$ cat src/pixel_link_pkg.sv
package pixel_link_pkg;

    ////////////////////////////////////////////////////////////
    // Stream and pixel types
    ////////////////////////////////////////////////////////////

    // One byte of the incoming serial stream
    typedef logic [7:0] byte_t;

    // Packed RGB888 pixel
    // Red in [23:16], green in [15:8], blue in [7:0]
    typedef logic [23:0] pixel_t;

    ////////////////////////////////////////////////////////////
    // Framing
    ////////////////////////////////////////////////////////////

    // Marks the start of a frame in the byte stream
    localparam byte_t SYNC_BYTE = 8'hAA;

    ////////////////////////////////////////////////////////////
    // Assembler FSM
    ////////////////////////////////////////////////////////////

    // HUNT drops bytes until the sync byte shows up,
    // then each pixel is three bytes in R, G, B order
    typedef enum logic [1:0] {
        HUNT,
        RED,
        GREEN,
        BLUE
    } asm_state_t;

endpackage

$ cat src/byte_fifo.sv
module byte_fifo #(
    parameter int FIFO_DEPTH = 8
) (
    input  logic                  clk,
    input  logic                  reset,
    input  logic                  push,
    input  pixel_link_pkg::byte_t push_data,
    input  logic                  pop,
    output pixel_link_pkg::byte_t pop_data,
    output logic                  empty,
    output logic                  full
);
    import pixel_link_pkg::*;

    localparam int PTR_W = $clog2(FIFO_DEPTH);

    byte_t            mem [FIFO_DEPTH];
    logic [PTR_W-1:0] wr_ptr;
    logic [PTR_W-1:0] rd_ptr;
    logic [PTR_W:0]   count;
    logic             push_ok;
    logic             pop_ok;

    ////////////////////////////////////////////////////////////
    // Status and head
    ////////////////////////////////////////////////////////////

    assign empty = (count == '0);
    assign full  = (count == (PTR_W + 1)'(FIFO_DEPTH));

    // Writes into a full FIFO are lost
    assign push_ok = push & ~full;
    assign pop_ok  = pop & ~empty;

    // Fall-through head, valid whenever empty is low
    assign pop_data = mem[rd_ptr];

    ////////////////////////////////////////////////////////////
    // Pointers and occupancy
    ////////////////////////////////////////////////////////////

    always_ff @(posedge clk) begin
        if (reset) begin
            wr_ptr <= '0;
            rd_ptr <= '0;
            count  <= '0;
        end else begin
            if (push_ok) begin
                wr_ptr <= wr_ptr + 1'b1;
            end
            if (pop_ok) begin
                rd_ptr <= rd_ptr + 1'b1;
            end
            // Push and pop in one cycle cancel out
            if (push_ok && !pop_ok) begin
                count <= count + 1'b1;
            end else if (pop_ok && !push_ok) begin
                count <= count - 1'b1;
            end
        end
    end

    // Storage
    always_ff @(posedge clk) begin
        if (push_ok) begin
            mem[wr_ptr] <= push_data;
        end
    end

endmodule

$ cat config.mk
export PLATFORM = sky130hd
export DESIGN_NAME = byte_fifo
export DESIGN_NICKNAME = d
export VERILOG_FILES = /design/src/pixel_link_pkg.sv /design/src/byte_fifo.sv
export SDC_FILE = /design/constraint.sdc
export NUM_CORES = 1
export LEC_CHECK = 0
export BUFFER_PORTS_ARGS = -buffer_cell sky130_fd_sc_hd__buf_2
export CAP_MARGIN = 40
export CORE_MARGIN = 5
export CORE_UTILIZATION = 55
export DETAILED_ROUTE_END_ITERATION = 7
export GPL_TIMING_DRIVEN = 0
export MAX_ROUTING_LAYER = met4
export PLACE_DENSITY = 0.8
export SYNTH_ARGS = -nofsm -noshare
export SYNTH_HDL_FRONTEND = slang
export SYNTH_SLANG_ARGS = --single-unit
$ cat constraint.sdc
create_clock -name clk -period 6.1 [get_ports clk]
set_input_delay 0.915 -clock clk [delete_from_list [all_inputs] [get_ports clk]]
set_output_delay 0.915 -clock clk [all_outputs]
set_load 0.02 [all_outputs]
==> results.toml <==
[power_and_ir_drop]
p_leak_uw = 0.00129
totalPowerFinal_uw = 1570
power_density_mw_per_mm2 = 434
peakVddDrop_mv = 0.280

[routing]
ant_nets = 0
drc = 0
drt_wl_total_um = 5780
drt-pass1-iter-count = 4
first_iter_violations = 136
num_vias = 1599
viasPerCell = 5.69
post_drt_wl_per_cell_um = 20.6

[clock_network]
h-tree-depth = 3
path_clk_slew_ns = 0.07
cts_resized = 0
cts_root_buf = "clkbuf_8"
numCtsBuffers = 9
cts_num_sinks = 77
clock_path_buffers = 2
clk_latency_ns = 0.34
ctsHoldBuffers = 0
cts_tree = "built"
cts_setup_buffers = 0

[run_status]
status = "completed"

[floorplan]
io_pins = 22
die_y_um = 85.6
fp.dieArea_mm2 = 0.00732
core_mm2 = 0.00554
initial_utilization_pct = 56.7
rows = 27
die_w_um = 85.6

[run]
cap_violations = 0

[critical_path]
crit_required_ns = 5.18
cp_slowest_cell = "buf_2"
arrival_ns = 2.15
crit_top_cell = "buf_2"
critical_path_buf_inv_count = 3
worstPathMaxFanout = 10
cp-start-kind = "flop"
crit_path_end_kind = "output port"
path_cells = "clkbuf_1 -> buf_2 -> mux4_1 -> mux2_2 -> buf_2"
cpPeakStageDelay_ns = 0.36
critPathTopFamily = "buffers and inverters"
criticalPathCategory = "flop to output port"

[global_routing]
use_met2_pct = 29.8
grt_pass1_wl_um = 9150
grt_max_degree = 14
grt.overflow.total = 0
grt_usage_pct = 17.8
antenna_found_initial = 0
top_usage_layer = "met2"
grt_util_met3_pct = 5.38
grtUsageMet1_pct = 20.3
grt_pass1_vias = 1720

[placed_design]
dp_hpwl_um = 3870
routabilityCongestion = 0.710
portBuffers = 21

[hold_path]
holdCritPathClass = "flop to flop"

[timing]
holdWs_ns = 0.528
rsz0062_at_grt = "no"
fin_setup_tns_ns = 0
setup_violations = 0
slew_headroom_pct = 44.2
drv_slew = 0
post-route-min-period_ns = 3.06
worst_slew_pin_slew_ns = 0.834
hold_viol = 0
min_period_over_period_pct = 50.2
finClkSkew_ns = 0.00615
fmax_ghz = 0.327

[synth]
synth_edf_count = 64
synth_cell_types = 29
synth_seq_area_share_pct = 69.5
syn_nets = 184
netlist_area_mm2 = 0.00314
ys_warn_count = 0
yosys_register_bits = 77
synthArstFlopShare_pct = 0
yosys.area.top_type = "edfxtp_1"
ys_top_cells_by_area = "edfxtp_1, mux4_1, dfxtp_1"
syn_inst = 166
synth.top_cell.area_share_pct = 61.2
synth_area_per_cell_um2 = 18.9
synth-main-ff-cell = "edfxtp_1"

[cells_and_area]
antenna_cells = 0
nets = 222
drive_gt1_share_pct = 28.2
post-route-util_pct = 65.4
area_growth_pct = 15.4
-- final timing paths --
kind	start	to	slack [ns]	depth (start not counted)
worst max register to register	count[1]	count[3]	3.34	10
worst max-delay path	flop	pop_data[7]	3.04	5
worst min-delay path	rd_ptr[2]	rd_ptr[2]	0.53	2
worst min register to register	rd_ptr[2]	rd_ptr[2]	0.53	2
-- tightest hold or removal path, delay by kind of cell, from the launching register on --
kind | cells | cell delay, ns
simple gates | 1 | 0.05
xor+xnor | 1 | 0.11
flops | 1 | 0.33
-- stage by stage --
step	instance area (µm²)	cells	worst slack (ns)
global placement	3330	259	3.26
floorplan	3140	166	3.54
CTS	3610	280	3.00
global route	3620	281	2.92
detailed placement	3380	264	3.35
finish	3620	281	3.04
-- per-layer routing --
layer	up-vias	part of all wire (%)	routed length, µm
li1	733	-	-
met1	816	38	2220
met2	41	55	3170
met3	9	4.8	277
met4	0	2.0	113
met5	-	0	0
-- Yosys cell counts, types with 2 or more instances --
| library cell | n |
|---|---|
| nand3_1 | 2 |
| xnor2_1 | 3 |
| clkbuf_1 | 3 |
| nor4_1 | 2 |
| mux2_2 | 9 |
| mux4_1 | 15 |
| a21oi_1 | 3 |
| dfxtp_1 | 13 |
| xor2_1 | 3 |
| nand2b_1 | 2 |
| mux2i_1 | 2 |
| nand2_1 | 4 |
| ha_1 | 5 |
| nor2_1 | 16 |
| edfxtp_1 | 64 |
| inv_1 | 4 |
| nor3_1 | 4 |
-- kinds of logic after synthesis --
group / after synthesis / share of synthesized area (%)
flip-flops: 77 / 69.5
AND/OR/NAND/NOR: 33 / 5.14
multiplexers: 27 / 17.1
buffers and inverters: 11 / 2.11
AO/OA/AOI/OAI: 6 / 1.79
XOR/XNOR: 6 / 1.67
adder cells (fa/ha/maj): 6 / 2.63
-- report_power, final --
group	leakage, µW	switching, µW	internal (µW)	total, µW
logic	0.000481	233	221	454
clock network	0.000121	179	270	449
registers	0.000687	45.9	623	669
total	0.00129	458	1110	1570
-- cell type report --
class	instances	area, µm²
Sequential cell	77	2180
Fill cell	389	1920
Multi-Input combinational cell	78	897
Timing Repair Buffer	27	150
Clock buffer	9	124
Clock inverter	7	113
Tap cell	72	90.1
Buffer	7	51.3
Inverter	4	15.0
-- flip-flops by register name, summed over array words and instances, names as in the netlist, named ones only --
register	flops
wr_ptr	3
mem	64
rd_ptr	3
count	4
-- layout by cell type (no fill, tap or decap) --
cell type / count
dfxtp_1: 13
nor2b_1: 1
xor2_1: 3
mux2i_1: 2
buf_1: 1
clkbuf_8: 9
a21oi_1: 3
buf_2: 22
a211oi_1: 1
mux4_2: 1
mux2_2: 9
fa_1: 1
buf_6: 1
nor4_2: 1
nand2b_1: 2
nand2_1: 4
inv_1: 4
or4b_4: 1
nor4_1: 1
nor2_1: 16
bufinv_16: 3
o41ai_4: 1
nor3_1: 4
a31oi_1: 1
clkinv_2: 2
edfxtp_1: 64
mux4_1: 15
buf_4: 6
inv_6: 1
clkinv_1: 1
clkbuf_1: 3
nand3_1: 2
ha_1: 5
xnor2_1: 3
buf_12: 1
nand2_4: 1
Power figures use the tool's default switching activity.
