### src/pixel_link_pkg.sv
package pixel_link_pkg;

    ////////////////////////////////////////////////////////////
    // Stream and pixel types
    ////////////////////////////////////////////////////////////

    // One byte of the incoming serial stream
    typedef logic [7:0] byte_t;

    // Packed RGB888 pixel
    // Red in [23:16], green in [15:8], blue in [7:0]
    typedef logic [23:0] pixel_t;

    ////////////////////////////////////////////////////////////
    // Framing
    ////////////////////////////////////////////////////////////

    // Marks the start of a frame in the byte stream
    localparam byte_t SYNC_BYTE = 8'hAA;

    ////////////////////////////////////////////////////////////
    // Assembler FSM
    ////////////////////////////////////////////////////////////

    // HUNT drops bytes until the sync byte shows up,
    // then each pixel is three bytes in R, G, B order
    typedef enum logic [1:0] {
        HUNT,
        RED,
        GREEN,
        BLUE
    } asm_state_t;

endpackage

### src/pixel_write_if.sv
interface pixel_write_if #(
    parameter int FRAME_W = 176,
    parameter int FRAME_H = 240
);
    import pixel_link_pkg::*;

    // Pixel address range follows the frame size
    localparam int ADDR_W = $clog2(FRAME_W * FRAME_H);

    logic              we;
    logic [ADDR_W-1:0] addr;
    pixel_t            rgb;
    // High together with the write of the last pixel
    logic              frame_done;

    // Assembler side
    modport source (output we, output addr, output rgb, output frame_done);

    // Frame buffer side
    modport sink (input we, input addr, input rgb, input frame_done);

endinterface
### src/pixel_assembler.sv
module pixel_assembler #(
    parameter int FRAME_W = 176,
    parameter int FRAME_H = 240
) (
    input  logic                  clk,
    input  logic                  reset,
    input  logic                  empty,
    input  pixel_link_pkg::byte_t pop_data,
    output logic                  pop,
    pixel_write_if.source         wr
);
    import pixel_link_pkg::*;

    localparam int                PIXELS   = FRAME_W * FRAME_H;
    localparam int                ADDR_W   = $clog2(PIXELS);
    localparam logic [ADDR_W-1:0] LAST_PIX = ADDR_W'(PIXELS - 1);

    asm_state_t        state;
    asm_state_t        state_next;
    logic [ADDR_W-1:0] pixel_cnt;
    byte_t             red_q;
    byte_t             green_q;
    logic              take;
    logic              blue_take;
    logic              last_pix;

    ////////////////////////////////////////////////////////////
    // Byte consumption
    ////////////////////////////////////////////////////////////

    // Every state eats the head byte once it is there,
    // an empty FIFO simply stalls the FSM
    assign take = ~empty;
    assign pop  = take;

    // Third colour byte of a pixel is being taken
    assign blue_take = take && (state == BLUE);
    assign last_pix  = (pixel_cnt == LAST_PIX);

    ////////////////////////////////////////////////////////////
    // Next state
    ////////////////////////////////////////////////////////////

    always_comb begin
        state_next = state;
        if (take) begin
            case (state)
                HUNT: begin
                    // Anything but the sync byte is junk
                    if (pop_data == SYNC_BYTE) begin
                        state_next = RED;
                    end
                end
                RED: begin
                    state_next = GREEN;
                end
                GREEN: begin
                    state_next = BLUE;
                end
                BLUE: begin
                    // Back to hunting once the frame is full
                    if (last_pix) begin
                        state_next = HUNT;
                    end else begin
                        state_next = RED;
                    end
                end
                default: begin
                    state_next = HUNT;
                end
            endcase
        end
    end

    ////////////////////////////////////////////////////////////
    // Control registers
    ////////////////////////////////////////////////////////////

    always_ff @(posedge clk) begin
        if (reset) begin
            state         <= HUNT;
            pixel_cnt     <= '0;
            wr.we         <= 1'b0;
            wr.frame_done <= 1'b0;
        end else begin
            state         <= state_next;
            // One-cycle write strobe after the blue byte
            wr.we         <= blue_take;
            wr.frame_done <= blue_take && last_pix;
            if (blue_take) begin
                if (last_pix) begin
                    pixel_cnt <= '0;
                end else begin
                    pixel_cnt <= pixel_cnt + 1'b1;
                end
            end
        end
    end

    // Colour bytes and the outgoing pixel
    always_ff @(posedge clk) begin
        if (take && (state == RED)) begin
            red_q <= pop_data;
        end
        if (take && (state == GREEN)) begin
            green_q <= pop_data;
        end
        if (blue_take) begin
            wr.rgb  <= {red_q, green_q, pop_data};
            wr.addr <= pixel_cnt;
        end
    end

endmodule

### src/flat_wrapper.sv
// flat-port wrapper written by rule: the top's interface ports become plain ports
module pixel_assembler_flat import pixel_link_pkg::*;
#(
    parameter int FRAME_W = 176,
    parameter int FRAME_H = 240
)
  (clk, reset, empty, pop_data, pop, wr_we, wr_addr, wr_rgb, wr_frame_done);
  pixel_write_if #(.FRAME_W(FRAME_W), .FRAME_H(FRAME_H)) wr_i ();
  input  logic clk;
  input  logic reset;
  input  logic empty;
  input  pixel_link_pkg::byte_t pop_data;
  output logic pop;
  output wire logic [$bits(wr_i.we)-1:0] wr_we;
  output wire logic [$bits(wr_i.addr)-1:0] wr_addr;
  output wire logic [$bits(wr_i.rgb)-1:0] wr_rgb;
  output wire logic [$bits(wr_i.frame_done)-1:0] wr_frame_done;
  assign wr_we = wr_i.we;
  assign wr_addr = wr_i.addr;
  assign wr_rgb = wr_i.rgb;
  assign wr_frame_done = wr_i.frame_done;
  pixel_assembler #(.FRAME_W(FRAME_W), .FRAME_H(FRAME_H)) u_core (.clk(clk), .reset(reset), .empty(empty), .pop_data(pop_data), .pop(pop), .wr(wr_i));
endmodule
### config.mk
export PLATFORM = sky130hd
export DESIGN_NAME = pixel_assembler_flat
export DESIGN_NICKNAME = d
export VERILOG_FILES = /design/src/pixel_link_pkg.sv /design/src/pixel_write_if.sv /design/src/pixel_assembler.sv /design/src/flat_wrapper.sv
export SDC_FILE = /design/constraint.sdc
export NUM_CORES = 1
export LEC_CHECK = 0
export BUFFER_PORTS_ARGS = -buffer_cell sky130_fd_sc_hd__buf_4
export CAP_MARGIN = 20
export CORE_AREA = 2 2 84 102
export DETAILED_ROUTE_END_ITERATION = 10
export DIE_AREA = 0 0 86 104
export GPL_ROUTABILITY_DRIVEN = 0
export PLACE_DENSITY = 0.63
export SYNTH_ARGS = -nofsm -noshare
export SYNTH_HDL_FRONTEND = slang
export SYNTH_SLANG_ARGS = --single-unit
### constraint.sdc
create_clock -name clk -period 4.4 [get_ports clk]
set_input_delay 0.88 -clock clk [delete_from_list [all_inputs] [get_ports clk]]
set_output_delay 0.88 -clock clk [all_outputs]
set_load 0.005 [all_outputs]
==> results_dict.tcl, run 1 <==
set metrics [dict create \
    combPwrFrac_pct 1.3 \
    synth_top_family_by_area "simple AND/OR/NAND/NOR gates" \
    ys_warn_count 0 \
    yosys.area.top_type "edfxtp_1" \
    critPathKind "in -> reg" \
    postCtsSetupRepairBufs 0 \
    ys_ff_latch 76 \
    num_rows 36 \
    leakage_nw 1.280 \
    power_frac_clock_pct 42.3 \
    switching_share_pct 18.19 \
    synth_fa_ha_area_share_pct 2.315 \
    dieArea_um2 8944 \
    firstDrtPassIters 4 \
    routedWlPerCell_um 14.25 \
    port_buffers 53 \
    grt_max_degree 45 \
    drtIter0Drc 70 \
    num_antenna_cells 0 \
    crit_chain "buf_4 -> nand2b_1 -> inv_2 -> nand4_1 -> or3_1 -> a21oi_1" \
    fin_setup_tns_ns 0 \
    synthXorXnorAreaFrac_pct 3.241 \
    yosys-top-cells-area "edfxtp_1 62%, dfxtp_1 15%, ha_1 2.3%" \
    synth_nets 186 \
    hp-start "u_core.green_q[1]$_DFFE_PP_" \
    yosysTopAreaCellShare_pct 62.22 \
    hold_ws_ns 0.4214 \
    clockBufferDepth 2 \
    p_per_area_nw_per_um2 395.5 \
    synthDistinctLibCells 37 \
    cap_violations 0 \
    synth_common_cells "56 x edfxtp_1, 20 x dfxtp_1, 13 x nor2_1, 7 x a21oi_1, 7 x nand2_1" \
    arrival_ns 2.89 \
    finalCritPeriodShare_pct 59.52 \
    cts_sinks 76 \
    vias 1557 \
    clk_pin_slew_worst_paths_ns 0.08 \
    cp_max_fo 44 \
    yosysMostFrequentCell "edfxtp_1" \
    ios 54 \
    intPower_mw 1.105 \
    p_seq_share_pct 56.4 \
    cts_root_buf "clkbuf_8" \
    cp-startpoint "empty" \
    yosysSeqAreaShare_pct 77.04 \
    r2r_start "u_core.state[1]$_SDFFE_PP0P_" \
    rsz0062_at_grt "no" \
    htree_num_levels 3 \
    final_layout_size_suffix_gt1_share_pct 32.20 \
    slowest_delay_ns 0.73 \
    crit_path_start_kind "input port" \
    power.switching_mw 0.2457 \
    via_per_inst 4.704 \
    ir_drop_v 0.0001181 \
    synth-simple-area-share_pct 12.04 \
    groute.usage.overall_pct 10.70 \
    slowest_stage "inv_2" \
    antenna_found_initial 0 \
    relSlewSlack_pct 39.56 \
    fin_skew_ns 0.009710 \
    wl_um 4717 \
    start_util_pct 33.90 \
    hold_buffers 0 \
    min-delay-path-class "reg -> reg" \
    postSynthAreaPerCell_um2 15.90 \
    tightest_slew_ns 0.9052 \
    min_period_ns 2.619 \
    hold_violations 0 \
    tritoncts "built" \
    grt_pass1_wl_um 7251 \
    final_antenna_net_count 0 \
    required_ns 4.67 \
    synthCells 170 \
    synth_compound_area_share_pct 3.843 \
    status "finished clean" \
    yosys_most_used_dff "edfxtp_1" \
    endpoint_kind "register" \
    cts_buffers 9 \
    area_growth_pct 26.34 \
    die_x_um 86 \
    max_freq_ghz 0.3819 \
    muxShareOfSynthArea_pct 0 \
    synth_edf_count 56 \
    grt_pass1_vias 1448 \
    async_reset_ff_share_pct 0 \
    drv_slew 0 \
    final_net_count 247 \
    syn-cell-area_um2 2703 \
    core_area_um2 7973 \
    dpl.hpwl_um 3244 \
    nFillCells 739 \
    die_y_um 104 \
    grt-ovfl-total 0 \
    utilization_pct 42.83 \
    route.detailed.drc 0 \
    cts.repair.resized 0 \
    clk_latency_ns 0.34 \
    finalSetupViolCount 0 \
]
-- kinds of logic after synthesis --
kind of cell,Yosys count
buffers and inverters,8
and+or+nand+nor,54
DFF,76
xor gates and xnor gates,10
adders and majority gates,5
AOI/OAI and AO/OA,17
-- metal layers --
layer	routed length, um	share of wire [%]	GRT usage (%)
met1	1974	42	11.88
met3	275	5.8	3.095
met2	2393	51	17.77
met4	74	1.6	6.463
met5	0	0	0
-- area by class of cell --
type | instances | area, um2 | share of cell area [%]
repair buffers | 53 | 397.9 | 11.65
multi-input cells | 86 | 579.3 | 16.97
clock inverters | 4 | 72.57 | 2.125
well taps | 95 | 118.9 | 3.481
clock buffers | 12 | 145.1 | 4.251
inverters | 5 | 18.77 | 0.5497
flip-flops and latches | 76 | 2082 | 60.97
-- worst paths after layout --
| kind | endpoint | slack (ns) | cells after the start |
|---|---|---|---|
| worst max-delay path | u_core.pixel_cnt[14]$_SDFFE_PP0P_ | 1.78 | 6 |
| worst min-delay path | u_core.wr.rgb[9]$_DFFE_PP_ | 0.42 | 0 |
| worst max register to register | u_core.pixel_cnt[14]$_SDFFE_PP0P_ | 1.92 | 6 |
| worst min register to register | u_core.wr.rgb[9]$_DFFE_PP_ | 0.42 | 0 |
-- placed cells by master (no fill, tap or decap), types with 2 or more instances in the layout --
master and count:
nor4bb_1 3, and3_1 2, bufinv_16 2, nand2_1 7, edfxtp_1 56, or3_1 4, xor2_1 6, nor3_1 2
and2b_2 2, nand4_1 6, nand3_1 5, ha_1 5, a21oi_1 7, o21ai_0 4, dfxtp_1 20, nor2_1 13
clkbuf_1 2, clkbuf_8 10, xnor2_1 4, inv_1 4, buf_4 53
-- power groups by stage --
stage	Combinational [mW]	Sequential, mW	Clock [mW]
finish	0.0173	0.762	0.571
global placement	0.0174	0.778	0
floorplan	0.00530	0.778	0
global route	0.0191	0.762	0.608
detailed placement	0.0179	0.778	0
CTS	0.0179	0.762	0.582
-- through the flow --
| stage | instance area (um2) | cells | total power, mW | worst slack, ns |
|---|---|---|---|---|
| global route | 3415 | 331 | 1.389 | 1.581 |
| detailed placement | 3197 | 315 | 0.7961 | 1.406 |
| floorplan | 2703 | 170 | 0.7836 | 1.981 |
| global placement | 3197 | 315 | 0.7956 | 1.546 |
| finish | 3415 | 331 | 1.351 | 1.781 |
| CTS | 3415 | 331 | 1.362 | 1.756 |
-- flip-flops by register name (all words and copies together), names as in the netlist --
name and flops:
u_core.green_q 8, u_core.wr.frame_done 1, u_core.red_q 8, u_core.wr.rgb 24, u_core.wr.we 1, u_core.state 2, u_core.wr.addr 16, u_core.pixel_cnt 16
-- worst max-delay path, delay by kind of cell --
family | cells | cell delay [ns]
buffers and inverters | 2 | 0.87
AND/OR/NAND/NOR | 3 | 0.98
AO/OA/AOI/OAI | 1 | 0.16
Note: power is estimated with default switching activity, not from simulation.
==> run 2: changes to the inputs <==
--- a/config.mk
+++ b/config.mk
@@ -5,13 +5,14 @@
 export SDC_FILE = /design/constraint.sdc
 export NUM_CORES = 1
 export LEC_CHECK = 0
+export ABC_AREA = 1
 export BUFFER_PORTS_ARGS = -buffer_cell sky130_fd_sc_hd__buf_4
 export CAP_MARGIN = 20
-export CORE_AREA = 2 2 84 102
+export CORE_AREA = 2 2 85 103
 export DETAILED_ROUTE_END_ITERATION = 10
-export DIE_AREA = 0 0 86 104
+export DIE_AREA = 0 0 87 105
 export GPL_ROUTABILITY_DRIVEN = 0
-export PLACE_DENSITY = 0.63
+export PLACE_DENSITY = 0.65
 export SYNTH_ARGS = -nofsm -noshare
 export SYNTH_HDL_FRONTEND = slang
 export SYNTH_SLANG_ARGS = --single-unit
==> constraint.sdc (replaced) <==
create_clock -name clk -period 2.3 [get_ports clk]
set_input_delay 0.46 -clock clk [delete_from_list [all_inputs] [get_ports clk]]
set_output_delay 0.46 -clock clk [all_outputs]
set_load 0.005 [all_outputs]
==> results_dict.tcl, run 2 <==
set metrics [dict create \
    grt_pass1_wl_um 8031 \
    worstSetupEndpoint "u_core.pixel_cnt[12]$_SDFFE_PP0P_" \
    yosys.area.top_type "edfxtp_1" \
    dieArea_um2 9135 \
    hold_violations 0 \
    tritoncts "built" \
    final_antenna_net_count 0 \
    firstDrtPassIters 4 \
    port_buffers 53 \
    htree_num_levels 3 \
    die_y_um 105 \
    route.detailed.drc 0 \
    cts.repair.resized 0 \
    core_area_um2 8063 \
    clk_latency_ns 0.35 \
    ys_ff_latch 76 \
    cts_sinks 76 \
    clockBufferDepth 2 \
    r2r_cells 6 \
    yosys-top-cells-area "edfxtp_1 60%, dfxtp_1 14%, nand2_1 4.8%" \
    min_period_ns 1.566 \
    synth_edf_count 56 \
    num_rows 36 \
    synth_nets 234 \
    leakage_nw 1.429 \
    arrival_ns 1.81 \
    r2r_setup_slack_ns 0.73 \
    dpl.hpwl_um 3662 \
    ys_warn_count 0 \
    fin_skew_ns 0.008652 \
    final_layout_size_suffix_gt1_share_pct 29.51 \
    r2r_start "u_core.state[0]$_SDFFE_PP0P_" \
    ir_drop_v 0.0003264 \
    start_util_pct 34.62 \
    rsz0062_at_grt "no" \
    max_freq_ghz 0.6386 \
    vias 1754 \
    dp_slack_ns 0.7312 \
    routedWlPerCell_um 13.33 \
    finalSetupViolCount 0 \
    async_reset_ff_share_pct 0 \
    grt_pass1_vias 1698 \
    yosysSeqAreaShare_pct 74.59 \
    grt_max_degree 35 \
    area_growth_pct 27.97 \
    setup_slack_ns 0.7341 \
    status "finished clean" \
    clk_pin_slew_worst_paths_ns 0.08 \
    cts_root_buf "clkbuf_8" \
    utilization_pct 44.30 \
    yosysTopAreaCellShare_pct 60.24 \
    tightest_slew_ns 0.6775 \
    synthCells 218 \
    num_antenna_cells 0 \
    largest_reg_flops 24 \
    final_net_count 299 \
    regMostFlops "u_core.wr.rgb" \
    postCtsSetupRepairBufs 0 \
    synth_common_cells "56 x edfxtp_1, 36 x nand2_1, 33 x nor2_1, 21 x inv_1, 20 x dfxtp_1" \
    relSlewSlack_pct 54.67 \
    cp_max_fo 5 \
    p_per_area_nw_per_um2 768.9 \
    drtIter0Drc 71 \
    groute.usage.overall_pct 11.76 \
    fin_setup_tns_ns 0 \
    hold_ws_ns 0.3135 \
    syn-cell-area_um2 2791 \
    required_ns 2.55 \
    via_per_inst 4.580 \
    antenna_found_initial 0 \
    crit_path_start_kind "register" \
    hp-start "pop_data[7]" \
    critPathKind "reg -> reg" \
    min-delay-path-class "in -> reg" \
    cp-startpoint "u_core.state[0]$_SDFFE_PP0P_" \
    cap_violations 0 \
    grt-ovfl-total 0 \
    synthDistinctLibCells 28 \
    cts_buffers 9 \
    ios 54 \
    postSynthAreaPerCell_um2 12.80 \
    final_cell_mix "56 x edfxtp_1, 54 x buf_4, 36 x nand2_1" \
    wl_um 5105 \
    die_x_um 87 \
    r2r_end "u_core.pixel_cnt[12]$_SDFFE_PP0P_" \
    hold_buffers 0 \
    final_common_cell "edfxtp_1" \
    yosys_most_used_dff "edfxtp_1" \
    top_regs "u_core.wr.rgb (24), u_core.pixel_cnt (16), u_core.wr.addr (16)" \
    endpoint_kind "register" \
    finalCritPeriodShare_pct 68.08 \
    yosysMostFrequentCell "edfxtp_1" \
    drv_slew 0 \
]
run 2: cell families (layout without fill, tap and decap cells):
logic type	count (synthesis)	in the layout	synth area share, %
AOI/OAI and AO/OA	10	10	1.927
and+or+nand+nor	96	96	16.18
buffers and inverters	26	96	3.496
adders and majority gates	5	5	2.241
xor gates and xnor gates	5	5	1.569
DFF	76	76	74.59
run 2: power by group:
part / internal, mW / leakage, nW / switching (mW)
logic: 0.0257 / 0.618 / 0.0382
clock network: 0.725 / 0.121 / 0.477
registers: 1.47 / 0.690 / 0.00654
run 2: area by class of cell:
class	instances	area, um2
Clock buffer	10	127.6
Clock inverter	6	112.6
Fill cell	758	4491
Inverter	25	93.84
Multi-Input combinational cell	116	611.8
Sequential cell	76	2082
Tap cell	95	118.9
Timing Repair Buffer	55	425.4
run 2: metrics by stage:
step | instances | area (um2) | total power [mW]
global route | 383 | 3572 | 2.846
finish | 383 | 3572 | 2.747
global placement | 367 | 3332 | 1.574
floorplan | 218 | 2791 | 1.543
detailed placement | 367 | 3332 | 1.577
CTS | 383 | 3572 | 2.771
run 2: critical path, stage by stage (launching register included):
cell and delay [ns]:
dfxtp_1 0.41, ha_1 0.28, nand4_1 0.17, nor3_4 0.25, nand2_1 0.14, o21ai_1 0.17, nor2_1 0.05
run 2: how the worst min path moves through the flow:
stage	to	slack, ns	cells after the start
finish	u_core.wr.rgb[7]$_DFFE_PP_	0.31	1
global route	u_core.wr.rgb[7]$_DFFE_PP_	0.29	1
CTS	u_core.wr.rgb[7]$_DFFE_PP_	0.29	1
detailed placement	u_core.wr.rgb[19]$_DFFE_PP_	0.40	0
global placement	u_core.wr.rgb[17]$_DFFE_PP_	0.40	0
floorplan	u_core.wr.rgb[10]$_DFFE_PP_	0.40	0
run 2: metal layers:
layer  share of wire, %  up-vias  track usage, %
li1                   -      860               -
met1                 39      833           12.81
met2                 53       57           20.17
met3                7.3        4           3.476
met4                1.0        0           6.138
met5                  0        -               0
